===== src/verilog/strip_pkg.sv =====
package strip_pkg;

    //--------------------------------------------------
    // Chain and word geometry

    localparam int n_leds          = 13;
    localparam int w_word          = 32;
    localparam int w_lab_led       = 6;
    localparam int w_seg           = 8;

    localparam int sck_half_cycles = 2;   // lab_clk cycles per strip clock half

    localparam int w_half_cnt      = $clog2(sck_half_cycles + 1);
    localparam int w_word_idx      = $clog2(n_leds + 2);   // Start, LEDs, end
    localparam int w_bit_idx       = $clog2(w_word);
    localparam int w_bit_left      = $clog2(w_word + 1);

    //--------------------------------------------------
    // Typed constants

    localparam logic [w_half_cnt-1:0] half_reload    = w_half_cnt'(sck_half_cycles - 1);
    localparam logic [w_bit_idx-1:0]  last_bit_idx   = w_bit_idx'(w_word - 1);
    localparam logic [w_bit_left-1:0] word_bits      = w_bit_left'(w_word);

    localparam logic [w_word_idx-1:0] start_word_idx = '0;
    localparam logic [w_word_idx-1:0] end_word_idx   = w_word_idx'(n_leds + 1);
    localparam logic [w_word_idx-1:0] last_led_idx   = w_word_idx'(n_leds - 1);

    localparam logic [w_word-1:0]     start_word     = '0;
    localparam logic [w_word-1:0]     end_word       = '1;

    localparam logic [2:0]            led_header     = 3'b111;
    localparam logic [7:0]            color_level    = 8'h11;   // Dim primary color

    //--------------------------------------------------
    // Types

    typedef enum logic [1:0] {
        st_idle,
        st_start,
        st_leds,
        st_finish
    } seq_state_e;

    // SK9822 LED frame, built as fields and shifted as raw bits
    typedef union packed {
        struct packed {
            logic [2:0] header;
            logic [4:0] brightness;
            logic [7:0] blue;
            logic [7:0] green;
            logic [7:0] red;
        } fields;
        logic [w_word-1:0] raw;
    } led_word_u;

endpackage


===== src/verilog/strip_bit_timer.sv =====
module strip_bit_timer (
    input  logic i_lab_clk,
    input  logic rst,
    output logic o_tick
);

    logic [strip_pkg::w_half_cnt-1:0] half_cnt;

    // Free running down counter, one tick per strip clock half period
    always_ff @(posedge i_lab_clk or posedge rst) begin
        if (rst) begin
            half_cnt <= strip_pkg::half_reload;
        end
        else if (half_cnt == '0) begin
            half_cnt <= strip_pkg::half_reload;
        end
        else begin
            half_cnt <= half_cnt - 1'b1;
        end
    end

    assign o_tick = (half_cnt == '0);

endmodule


===== src/verilog/strip_sequencer.sv =====
module strip_sequencer (
    input  logic                            i_lab_clk,
    input  logic                            rst,
    input  logic                            i_tick,
    output logic                            o_snapshot,
    output logic                            o_load,
    output logic                            o_shift,
    output logic                            o_sck_phase,
    output logic                            o_frame_sync,
    output logic [strip_pkg::w_word_idx-1:0] o_word_index
);

    strip_pkg::seq_state_e            state;
    logic [strip_pkg::w_bit_idx-1:0]  bit_cnt;
    logic [strip_pkg::w_word_idx-1:0] word_cnt;
    logic                             phase;     // Strip clock level, 1 is high half

    logic in_word;
    logic last_bit;
    logic low_end;                               // Tick that closes a low half

    assign in_word  = (state != strip_pkg::st_idle);
    assign last_bit = (bit_cnt == strip_pkg::last_bit_idx);
    assign low_end  = i_tick & in_word & ~phase;

    //--------------------------------------------------
    // Bit and word walk
    //
    // A bit is a high half followed by a low half. The word counter
    // moves on in the middle of the last bit, so the next word is
    // already selected when the load tick comes

    always_ff @(posedge i_lab_clk or posedge rst) begin
        if (rst) begin
            state    <= strip_pkg::st_idle;
            bit_cnt  <= '0;
            word_cnt <= strip_pkg::start_word_idx;
            phase    <= 1'b0;
        end
        else if (i_tick) begin
            if (state == strip_pkg::st_idle) begin
                state   <= strip_pkg::st_start;   // Start word loads on this tick
                bit_cnt <= '0;
                phase   <= 1'b1;
            end
            else if (phase) begin
                phase <= 1'b0;
                if (last_bit) begin
                    if (word_cnt == strip_pkg::end_word_idx)
                        word_cnt <= strip_pkg::start_word_idx;
                    else
                        word_cnt <= word_cnt + 1'b1;
                end
            end
            else if (!last_bit) begin
                bit_cnt <= bit_cnt + 1'b1;
                phase   <= 1'b1;
            end
            else if (state == strip_pkg::st_finish) begin
                state   <= strip_pkg::st_idle;    // Refresh done
                bit_cnt <= '0;
            end
            else begin
                bit_cnt <= '0;
                phase   <= 1'b1;
                if (word_cnt == strip_pkg::end_word_idx)
                    state <= strip_pkg::st_finish;
                else
                    state <= strip_pkg::st_leds;
            end
        end
    end

    //--------------------------------------------------
    // Strobes for builder and shifter

    assign o_snapshot   = i_tick & (state == strip_pkg::st_idle);
    assign o_frame_sync = o_snapshot;

    // New word at refresh start and at every word boundary but the last
    assign o_load  = o_snapshot | (low_end & last_bit & (state != strip_pkg::st_finish));

    // The final shift empties the end word so data idles low
    assign o_shift = low_end & (~last_bit | (state == strip_pkg::st_finish));

    assign o_sck_phase  = phase;
    assign o_word_index = word_cnt;

endmodule


===== src/verilog/strip_frame_builder.sv =====
module strip_frame_builder (
    input  logic                             i_lab_clk,
    input  logic                             rst,
    input  logic                             i_snapshot,
    input  logic [strip_pkg::w_lab_led-1:0]  i_lab_led,
    input  logic [strip_pkg::w_seg-1:0]      i_abcdefgh,
    input  logic [strip_pkg::w_word_idx-1:0] i_word_index,
    output strip_pkg::led_word_u             o_word
);

    logic [strip_pkg::w_lab_led-1:0]  lab_led_q;
    logic [strip_pkg::w_seg-1:0]      seg_q;

    logic [strip_pkg::n_leds-1:0]     drive_bits;
    logic [strip_pkg::w_word_idx-1:0] led_idx;
    logic                             drive;

    // Inputs held for the whole refresh
    always_ff @(posedge i_lab_clk or posedge rst) begin
        if (rst) begin
            lab_led_q <= '0;
            seg_q     <= '0;
        end
        else if (i_snapshot) begin
            lab_led_q <= i_lab_led;
            seg_q     <= i_abcdefgh;
        end
    end

    // LED 0 sits in bit 0
    assign drive_bits = {seg_q[4],                        // LED 12
                         seg_q[0], seg_q[1], seg_q[2],    // LEDs 11 to 9
                         seg_q[7], seg_q[6], seg_q[5],    // LEDs 8 to 6
                         lab_led_q};                      // LEDs 5 to 0

    //--------------------------------------------------
    // Word decode

    always_comb begin
        led_idx    = i_word_index - 1'b1;
        drive      = 1'b0;
        o_word.raw = strip_pkg::start_word;

        if (i_word_index == strip_pkg::end_word_idx) begin
            o_word.raw = strip_pkg::end_word;
        end
        else if (i_word_index != strip_pkg::start_word_idx) begin
            drive                    = drive_bits[led_idx];
            o_word.fields.header     = strip_pkg::led_header;
            o_word.fields.brightness = {1'b0, {4{drive}}};   // 15 or 0

            if (led_idx == strip_pkg::last_led_idx) begin
                o_word.fields.blue  = {4'h0, {4{lab_led_q[0]}}};
                o_word.fields.green = {4'h0, {4{lab_led_q[1]}}};
                o_word.fields.red   = {4'h0, {4{lab_led_q[2]}}};
            end
            else begin
                o_word.fields.blue  = (led_idx % 3 == 0) ? strip_pkg::color_level : 8'h00;
                o_word.fields.green = (led_idx % 3 == 1) ? strip_pkg::color_level : 8'h00;
                o_word.fields.red   = (led_idx % 3 == 2) ? strip_pkg::color_level : 8'h00;
            end
        end
    end

endmodule


===== src/verilog/strip_shifter.sv =====
module strip_shifter (
    input  logic                 i_lab_clk,
    input  logic                 rst,
    input  logic                 i_load,
    input  logic                 i_shift,
    input  logic                 i_sck_phase,
    input  strip_pkg::led_word_u i_word,
    output logic                 o_strip_clk,
    output logic                 o_strip_data
);

    logic [strip_pkg::w_word-1:0]     shift_reg;
    logic [strip_pkg::w_bit_left-1:0] bits_left;   // Nonzero while a word is out

    //--------------------------------------------------
    // Serial data, MSB first

    always_ff @(posedge i_lab_clk or posedge rst) begin
        if (rst) begin
            shift_reg <= '0;
        end
        else if (i_load) begin
            shift_reg <= i_word.raw;
        end
        else if (i_shift) begin
            shift_reg <= {shift_reg[strip_pkg::w_word-2:0], 1'b0};   // Zero fill
        end
    end

    assign o_strip_data = shift_reg[strip_pkg::w_word-1];

    //--------------------------------------------------
    // Strip clock

    always_ff @(posedge i_lab_clk or posedge rst) begin
        if (rst) begin
            bits_left   <= '0;
            o_strip_clk <= 1'b0;
        end
        else begin
            if (i_load)
                bits_left <= strip_pkg::word_bits;
            else if (i_shift && bits_left != '0)
                bits_left <= bits_left - 1'b1;

            // One cycle behind the phase, so data moves mid low half
            o_strip_clk <= i_sck_phase & (bits_left != '0);
        end
    end

endmodule


===== src/verilog/strip_board_top.sv =====
module strip_board_top (
    input  logic                            i_lab_clk,
    input  logic                            rst,
    input  logic [strip_pkg::w_lab_led-1:0] i_lab_led,
    input  logic [strip_pkg::w_seg-1:0]     i_abcdefgh,
    output logic                            o_strip_clk,
    output logic                            o_strip_data,
    output logic                            o_frame_sync
);

    logic                             tick;
    logic                             snapshot;
    logic                             load;
    logic                             shift;
    logic                             sck_phase;
    logic [strip_pkg::w_word_idx-1:0] word_index;
    strip_pkg::led_word_u             word;

    //--------------------------------------------------
    // Timing and sequencing

    strip_bit_timer u_bit_timer (
        .i_lab_clk    (i_lab_clk),
        .rst          (rst),
        .o_tick       (tick)
    );

    strip_sequencer u_sequencer (
        .i_lab_clk    (i_lab_clk),
        .rst          (rst),
        .i_tick       (tick),
        .o_snapshot   (snapshot),
        .o_load       (load),
        .o_shift      (shift),
        .o_sck_phase  (sck_phase),
        .o_frame_sync (o_frame_sync),
        .o_word_index (word_index)
    );

    //--------------------------------------------------
    // Data path

    strip_frame_builder u_frame_builder (
        .i_lab_clk    (i_lab_clk),
        .rst          (rst),
        .i_snapshot   (snapshot),
        .i_lab_led    (i_lab_led),
        .i_abcdefgh   (i_abcdefgh),
        .i_word_index (word_index),
        .o_word       (word)
    );

    strip_shifter u_shifter (
        .i_lab_clk    (i_lab_clk),
        .rst          (rst),
        .i_load       (load),
        .i_shift      (shift),
        .i_sck_phase  (sck_phase),
        .i_word       (word),
        .o_strip_clk  (o_strip_clk),   // To SK9822 CI
        .o_strip_data (o_strip_data)   // To SK9822 DI
    );

endmodule


===== config.mk =====
export PLATFORM = sky130hd
export DESIGN_NAME = strip_board_top
export DESIGN_NICKNAME = d
export VERILOG_FILES = /design/src/verilog/strip_pkg.sv /design/src/verilog/strip_bit_timer.sv /design/src/verilog/strip_sequencer.sv /design/src/verilog/strip_frame_builder.sv /design/src/verilog/strip_shifter.sv /design/src/verilog/strip_board_top.sv
export SDC_FILE = /design/constraint.sdc
export NUM_CORES = 1
export LEC_CHECK = 0
export BUFFER_PORTS_ARGS = -buffer_cell sky130_fd_sc_hd__buf_2
export CORE_MARGIN = 4
export CORE_UTILIZATION = 45
export CTS_CLUSTER_DIAMETER = 30
export DETAILED_ROUTE_END_ITERATION = 8
export HOLD_SLACK_MARGIN = 0.02
export RECOVER_POWER = 50
export SKIP_CTS_REPAIR_TIMING = 1
export SYNTH_ARGS = -nofsm -noshare
export SYNTH_HDL_FRONTEND = slang
export SYNTH_SLANG_ARGS = --single-unit

===== constraint.sdc =====
create_clock -name i_lab_clk -period 3.9 [get_ports i_lab_clk]
set_clock_uncertainty 0.05 [all_clocks]
set_input_delay 0.78 -clock i_lab_clk [delete_from_list [all_inputs] [get_ports i_lab_clk]]
set_output_delay 0.78 -clock i_lab_clk [all_outputs]
set_load 0.005 [all_outputs]

Word level (Yosys, flattened, before mapping)
Index checks and enable logic that the tools add are counted.
{"block": "word_totals", "out_inout_bits": 3, "register_bits": 67, "wordCells": 76, "input_bits": 16}
{"block": "op_classes", "reduce_logical": 13, "add_sub_neg": 5, "div": 1, "n_lt_le_gt_ge": 1, "mux": 26, "n_eq_ne": 8, "bitwise_logic": 12}
{"operator": "$mux 32", "count": 4}
{"operator": "$eq 32x1->1 const B", "count": 1}
{"operator": "$eq 32x2->1 const B", "count": 1}
{"operator": "$logic_not 32->1", "count": 1}
{"operator": "$mod 4x2->32 const B", "count": 1}
{"operator": "$mux 5", "count": 6}
{"operator": "$mux 24", "count": 1}
{"operator": "$mux 6", "count": 2}
{"operator": "$mux 2", "count": 5}
{"operator": "$eq 4x4->1 const B", "count": 2}
{"operator": "$reduce_bool 2->1", "count": 4}
{"operator": "$and 1x1->1", "count": 7}
{"operator": "$mux 1", "count": 6}
{"operator": "$reduce_bool 6->1", "count": 1}
{"operator": "$sub 6x1->6 const B", "count": 1}
{"operator": "$add 5x1->5 const B", "count": 1}
{"operator": "$eq 5x5->1 const B", "count": 1}
{"operator": "$lt 4x5->1 const B", "count": 1}
{"operator": "$add 4x1->4 const B", "count": 1}
{"operator": "$bmux 1 s4", "count": 1}
{"operator": "$logic_not 2->1", "count": 2}
{"operator": "$mux 4", "count": 1}
{"operator": "$ne 2x2->1 const B", "count": 2}
{"operator": "$reduce_and 4->1", "count": 1}
{"operator": "9 further kinds", "count": 12}

Depth between registers and ports, before layout
Gate-level depths: netlist of the first run.
{"block": "depth", "depth_word": 8, "depth_mapped": 18, "mapped_depth_nobuf": 16}

By module
Synthesis of the first run repeated with hierarchy kept, for this count alone.
{"block": "hier_totals", "hier_cells": 458, "area_unflattened_um2": 4331.7}
{"mod": "strip_shifter", "instances": 1, "cells_per_inst": 182, "area_each_um2": 1885.6}
{"mod": "strip_frame_builder", "instances": 1, "cells_per_inst": 190, "area_each_um2": 1629.1}
{"mod": "strip_sequencer", "instances": 1, "cells_per_inst": 80, "area_each_um2": 748.2}
{"mod": "strip_bit_timer", "instances": 1, "cells_per_inst": 6, "area_each_um2": 68.8}

Least setup slack after synthesis of the first run
OpenSTA, ideal clock, no wires.
{"block": "synth_timing", "path_kind": "register -> register", "start": "register u_sequencer.word_cnt (netlist bit u_sequencer.o_word_index[1])", "end": "register u_shifter.shift_reg[12] in the netlist's numbering", "setup_slack_ns": 0.204, "path_buffers": 2, "arrival_ns": 3.512, "stages_incl_launch_ff": 19, "cell_sequence": "dfrtp_1 -> buf_2 -> inv_1 -> ha_1 -> buf_2 -> or3b_2 -> o31ai_1 -> ha_1 -> nand2_1 -> o32a_4 -> and3_1 -> or2_1 -> ha_1 -> inv_1 -> o2111a_1 -> o211ai_2 -> nor3b_1 -> o211ai_1 -> a21oi_1"}
{"block": "synth_via", "elab_chain_len": 8, "elab_cells_between_ends": 11, "classes_between": "add/sub: 1; div: 1; eq/ne: 3; mux: 5; reduce/logical: 1"}
{"element": "from (decl)", "line": "strip_sequencer.sv:15", "rtl": "logic [strip_pkg::w_word_idx-1:0] word_cnt;"}
{"element": "from (signal assigned)", "line": "strip_sequencer.sv:37", "rtl": "word_cnt <= strip_pkg::start_word_idx;"}
{"element": "from (signal assigned)", "line": "strip_sequencer.sv:50", "rtl": "word_cnt <= strip_pkg::start_word_idx;"}
{"element": "from (signal assigned)", "line": "strip_sequencer.sv:52", "rtl": "word_cnt <= word_cnt + 1'b1;"}
{"element": "$sub 4x1->4", "line": "strip_frame_builder.sv:40", "rtl": "led_idx = i_word_index - 1'b1;"}
{"element": "$mod 4x2->32", "line": "strip_frame_builder.sv:59", "rtl": "o_word.fields.green = (led_idx % 3 == 1) ? strip_pkg::color_level : 8'h00;"}
{"element": "$eq 32x1->1", "line": "strip_frame_builder.sv:59"}
{"element": "$mux 5", "line": "strip_frame_builder.sv:59"}
{"element": "$mux 24", "line": "strip_frame_builder.sv:52", "rtl": "if (led_idx == strip_pkg::last_led_idx) begin"}
{"element": "$mux 32", "line": "strip_frame_builder.sv:47", "rtl": "else if (i_word_index != strip_pkg::start_word_idx) begin"}
{"element": "$mux 32 (*)", "line": "strip_frame_builder.sv:44", "rtl": "if (i_word_index == strip_pkg::end_word_idx) begin"}
{"element": "$mux 32 (*)", "line": "strip_shifter.sv:22", "rtl": "else if (i_load) begin"}
{"element": "to (signal assigned)", "line": "strip_shifter.sv:23", "rtl": "shift_reg <= i_word.raw;"}
{"element": "to (signal assigned)", "line": "strip_shifter.sv:26", "rtl": "shift_reg <= {shift_reg[strip_pkg::w_word-2:0], 1'b0};"}
{"element": "to (decl)", "line": "strip_shifter.sv:12", "rtl": "logic [strip_pkg::w_word-1:0] shift_reg;"}
Every way passes the cells marked *; elsewhere a longest branch is shown, timed or not.
A chain may end at the register's enable or synchronous reset.

Worst setup path after layout of the first run
{"block": "layout_timing", "start": "register u_sequencer.word_cnt (netlist bit u_sequencer.o_word_index[0])", "end": "register u_shifter.shift_reg[12] in the netlist's numbering"}
The elaborated chain is that of the path after synthesis.

==> results of run 1 <==
[path summary, 6_finish.rpt]
path | from | end | slack, ps
min reg2reg | u_shifter.shift_reg[31] | u_shifter.shift_reg[31] | 420
max in group asynchronous | rst | u_shifter.shift_reg[10] | 1870
max | u_sequencer.o_word_index[0] | u_shifter.shift_reg[12] | 280
max reg2reg | u_sequencer.o_word_index[0] | u_shifter.shift_reg[12] | 280
min | u_shifter.shift_reg[31] | u_shifter.shift_reg[31] | 420
min in group asynchronous | rst | u_frame_builder.seg_q[2] | 950
[cell usage after synthesis (all sizes together) (11+ instances only)]
| cell | n |
|---|---|
| dfrtp | 65 |
| o21ai | 53 |
| nand2 | 46 |
| a21oi | 34 |
| nor2 | 26 |
| inv | 18 |
| ha | 16 |
| clkbuf | 15 |
| mux2 | 13 |
| nor3 | 11 |
[cell type report]
type | count | area (sq um)
clock buffer | 11 | 151
clock inverter | 4 | 26.3
fill | 709 | 3710
inverter | 18 | 67.6
multi-input combinational | 289 | 1930
sequential | 66 | 1650
tap | 102 | 128
timing repair buffer | 35 | 218
[worst max-delay path, stage by stage (launching register included)]
cell	delay [ps]
dfrtp_1	400
buf_4	170
nor3_1	210
xnor2_1	200
inv_1	80
ha_1	340
nand4b_1	110
nand2_1	130
o32a_4	270
and3_1	200
or2_1	240
ha_1	230
inv_1	60
o2111a_1	170
o211ai_2	130
nor3b_1	180
o211ai_1	220
a21oi_1	100
[layer usage]
| layer | part of all wire | wire (microns) |
|---|---|---|
| met1 | 0.51 | 3890 |
| met5 | 0 | 0 |
| met3 | 0.021 | 157 |
| met2 | 0.46 | 3460 |
| met4 | 0.0079 | 60 |
[metrics by stage]
stage | util | cells | cell area, sq um | hold slack (ps) | setup slack (ps)
after floorplan | - | 394 | 3740 | 384 | 204
after global placement | 0.504 | 508 | 3970 | 395 | 286
after detailed placement | 0.504 | 508 | 3970 | 399 | 220
after CTS | 0.526 | 523 | 4150 | 416 | 205
after global routing | 0.530 | 525 | 4180 | 469 | 10.5
final | 0.530 | 525 | 4180 | 423 | 281
[cells in the final DEF, fill, tap and decap left out, types with 6 or more instances in the layout]
cell type	instances
nor3_1	10
ha_1	15
nor2_1	26
buf_2	17
clkbuf_8	11
buf_4	17
o21ai_0	50
inv_1	17
a21oi_1	32
nand2_1	46
nand3_1	6
mux2_2	13
and3_1	6
dfrtp_1	65
[cells by family after synthesis]
kind of cell,count (synthesis),synth area share
muxes,20,0.0723
adders and majority gates,16,0.0535
buffers and inverters,39,0.0445
AOI/OAI and AO/OA,114,0.189
xor gates and xnor gates,8,0.0187
and+or+nand+nor,131,0.180
DFF,66,0.442
[power groups by stage]
stage | clock network, mW | registers, mW | logic [mW]
after global placement | 0 | 0.708 | 0.0305
after detailed placement | 0 | 0.709 | 0.0309
after floorplan | 0 | 0.707 | 0.0185
final | 0.518 | 0.695 | 0.0290
after global routing | 0.570 | 0.696 | 0.0341
after CTS | 0.540 | 0.695 | 0.0310
==> impl_metrics.json, run 1 <==
{
  "slew_headroom": -0.0794,
  "die_h_microns": 99.2,
  "period_share": 0.928,
  "cts_buffers": 9,
  "violations": "max-capacitance violations, max-slew violations",
  "synth_area_per_cell_sq_um": 9.49,
  "p_int_mw": 0.965,
  "ys_seq_area_frac": 0.442,
  "core_area_sq_um": 7890,
  "synthArstFlopShare": 1.00,
  "dieArea_sq_um": 9830,
  "ys_types": 62,
  "syn_to_final_growth_pct": 11.7,
  "synthFlopType": "dfrtp_1",
  "critPathMaxFanout": 9,
  "clock_latency_ps": 330,
  "power_frac_clock": 0.417,
  "dpl.hpwl_microns": 5200,
  "start_util": 0.474,
  "gp_congestion": 0.762,
  "overflow": 0,
  "synth_edf_count": 0,
  "tns_ps": 0,
  "met2_usage": 0.253,
  "p_per_area_nw_per_um2": 298,
  "rsz0062_at_grt": "false",
  "netlist_area_sq_um": 3740,
  "antenna_found_initial": 0,
  "ios": 19,
  "grt_pass1_vias": 2827,
  "yosysTopAreaCellShare": 0.435,
  "cp.required_ps": 4050,
  "drv_slew": 67,
  "num_vias": 2823,
  "synthTopCellsByArea": "dfrtp_1, o21ai_0, ha_1",
  "grt_first_pass_wirelength_microns": 13600,
  "period_minus_slack_ps": 3620,
  "status": "complete, but fails checks",
  "switching_share": 0.223,
  "nNetsFinal": 451,
  "worst_pin_slew_ps": 1620,
  "routedWlPerCell_microns": 14.4,
  "hold_depth": 2,
  "p_sw_mw": 0.277,
  "drc": 0,
  "routed_wl_microns": 7570,
  "clock_sinks": 66,
  "fmax_mhz": 276,
  "synth_cells": 394,
  "cts_tree": "done",
  "std_cell_rows": 32,
  "criticalPathCategory": "reg2reg",
  "setup.worst_path.start_class": "flop",
  "cts_root_buf": "clkbuf_8",
  "drt_iter0_markers": 138,
  "synth_seq_cells": 66,
  "yosysWarnings": 0,
  "cts.path.max_buffers": 2,
  "leakage_nw": 1.79,
  "syn_nets": 426,
  "power.total_mw": 1.24,
  "combPwrFrac": 0.023,
  "hold_class": "reg2reg",
  "viasPerCell": 5.38,
  "finalSetupViolations": 0,
  "end_kind": "flop",
  "yosysTopAreaCell": "dfrtp_1",
  "grtUsageTotal": 0.168,
  "first_pass_iters": 5,
  "hold_viol": 0,
  "antenna_cells": 0,
  "grt_max_degree": 67,
  "seq_power_share": 0.559,
  "ir_worst_vdd_v": 0.000211,
  "largest_reg_flops": 32,
  "port_buffers": 17,
  "met3_usage": 0.0316,
  "clk_pin_slew_ps": 70,
  "grt.busiest_layer": "met2",
  "drive_gt1_frac": 0.191,
  "dieWidth_microns": 99.2,
  "drv_cap": 1,
  "grt_util_met1": 0.245,
  "ant_nets": 0,
  "htreeDepth": 3,
  "arrival_ps": 3770,
  "r2r_cells": 17
}
Power figures use the tool's default switching activity.
==> inputs of run 2 (changes only) <==
--- a/config.mk
+++ b/config.mk
@@ -5,9 +5,10 @@
 export SDC_FILE = /design/constraint.sdc
 export NUM_CORES = 1
 export LEC_CHECK = 0
+export ABC_CLOCK_PERIOD_IN_PS = 3900
 export BUFFER_PORTS_ARGS = -buffer_cell sky130_fd_sc_hd__buf_2
 export CORE_MARGIN = 4
-export CORE_UTILIZATION = 45
+export CORE_UTILIZATION = 35
 export CTS_CLUSTER_DIAMETER = 30
 export DETAILED_ROUTE_END_ITERATION = 8
 export HOLD_SLACK_MARGIN = 0.02
==> run 2 against run 1 <==
  * The run now ends clean
  * Utilization decreased by 12 points
  * Cell area rose by 1.9%
  * Combinational power hardly changed
  * Sequential power hardly changed
  * First-iteration DRC count up 0.72%
  * Worst setup slack better by 6.1 ps
  * Hold slack improved by 6.5 ps
  * Global-route usage decreased by 3.5 points
==> impl_metrics.json, run 2 (synthesis results as in run 1) <==
{
  "status": "finished clean",
  "dieWidth_microns": 111,
  "drv_slew": 0,
  "drt_iter0_markers": 139,
  "grt_first_pass_wirelength_microns": 13800,
  "ios": 19,
  "antenna_found_initial": 0,
  "drv_cap": 0,
  "clock_latency_ps": 350,
  "worst_pin_slew_ps": 1050,
  "rsz0062_at_grt": "false",
  "grt_max_degree": 40,
  "antenna_cells": 0,
  "end_kind": "flop",
  "first_pass_iters": 4,
  "hold_viol": 0,
  "period_share": 0.926,
  "placed_area_sq_um": 4020,
  "criticalPathCategory": "reg2reg",
  "r2r_cells": 17,
  "clock_sinks": 66,
  "cts.path.max_buffers": 2,
  "gp_congestion": 0.808,
  "routed_wl_microns": 7610,
  "htreeDepth": 3,
  "largest_reg_flops": 32,
  "finalSetupViolations": 0,
  "syn_to_final_growth_pct": 13.8,
  "cts_buffers": 9,
  "hold_depth": 2,
  "design_area_sq_um": 4250,
  "tns_ps": 0,
  "multi_input_area_sq_um": 1950,
  "cts_tree": "done",
  "ant_nets": 0,
  "fillerInstances": 1028,
  "drive_gt1_frac": 0.203,
  "cts_root_buf": "clkbuf_8",
  "die_h_microns": 111,
  "grt_pass1_vias": 2981,
  "clk_pin_slew_ps": 70,
  "nNetsFinal": 450,
  "grtUsageTotal": 0.133,
  "viasPerCell": 5.15,
  "slew_headroom": 0.297,
  "p_per_area_nw_per_um2": 308,
  "cp.required_ps": 4060,
  "start_util": 0.361,
  "dpl.hpwl_microns": 5440,
  "core_area_sq_um": 10400,
  "overflow": 0,
  "period_minus_slack_ps": 3610,
  "port_buffers": 17,
  "critPathMaxFanout": 8,
  "fmax_mhz": 277,
  "leakage_nw": 1.80,
  "seqCellArea_sq_um": 1650,
  "hold_class": "reg2reg",
  "dieArea_sq_um": 12400,
  "ir_worst_vdd_v": 0.000171,
  "setup.worst_path.start_class": "flop",
  "final_common_cell": "dfrtp_1",
  "final_cell_mix": "dfrtp_1, o21ai_0, nand2_1",
  "arrival_ps": 3770,
  "drc": 0,
  "routedWlPerCell_microns": 13.6,
  "std_cell_rows": 37,
  "num_vias": 2877
}
[run 2: path summary, 6_finish.rpt]
path / slack (ps) / end / startpoint
min in group asynchronous: 630 / u_sequencer.bit_cnt[0] / rst
max: 290 / u_shifter.shift_reg[20] / u_sequencer.o_word_index[0]
min: 430 / u_shifter.shift_reg[9] / u_shifter.shift_reg[9]
max in group asynchronous: 1650 / u_shifter.shift_reg[29] / rst
min reg2reg: 430 / u_shifter.shift_reg[9] / u_shifter.shift_reg[9]
max reg2reg: 290 / u_shifter.shift_reg[20] / u_sequencer.o_word_index[0]
[run 2: worst max-delay path, stage by stage, from the launching register on]
cell	delay, ps
dfrtp_1	410
buf_4	180
nor3_2	210
xnor2_2	170
inv_1	70
ha_1	340
nand4b_1	150
nand2_2	110
o32a_4	260
and3_1	200
or2_1	240
ha_1	220
inv_1	60
o2111a_1	170
o211ai_2	130
nor3b_1	180
o211ai_1	230
a21oi_1	100
[run 2: cell type report]
cell class | instances | area share
Clock inverter | 6 | 0.0156
Timing Repair Buffer | 34 | 0.0494
Inverter | 18 | 0.0159
Multi-Input combinational cell | 289 | 0.458
Sequential cell | 66 | 0.389
Tap cell | 136 | 0.0400
Clock buffer | 10 | 0.0324
[run 2: power breakdown]
part	switching, mW	leakage [nW]	internal (mW)	total, mW
clock	0.274	0.0945	0.312	0.587
combinational	0.0168	0.852	0.0124	0.0293
sequential	0.00359	0.855	0.691	0.694
[run 2: metal layers]
| layer | up-vias | track usage | share of wire |
|---|---|---|---|
| li1 | 1447 | - | - |
| met5 | - | 0 | 0 |
| met2 | 35 | 0.220 | 0.48 |
| met1 | 1384 | 0.173 | 0.48 |
| met4 | 0 | 0.0535 | 0.018 |
| met3 | 11 | 0.0261 | 0.023 |
[run 2: per-stage QoR]
| stage | worst slack (ps) | std cells | util | total power [mW] | hold slack (ps) |
|---|---|---|---|---|---|
| 2_1_floorplan | 204 | 394 | - | 0.725 | 384 |
| 4_1_cts | 172 | 559 | 0.408 | 1.33 | 417 |
| 3_3_place_gp | 249 | 543 | 0.388 | 0.738 | 394 |
| 5_1_grt | 0.245 | 559 | 0.410 | 1.36 | 448 |
| 3_5_place_dp | 206 | 543 | 0.388 | 0.739 | 400 |
| 6_report | 287 | 559 | 0.410 | 1.31 | 429 |
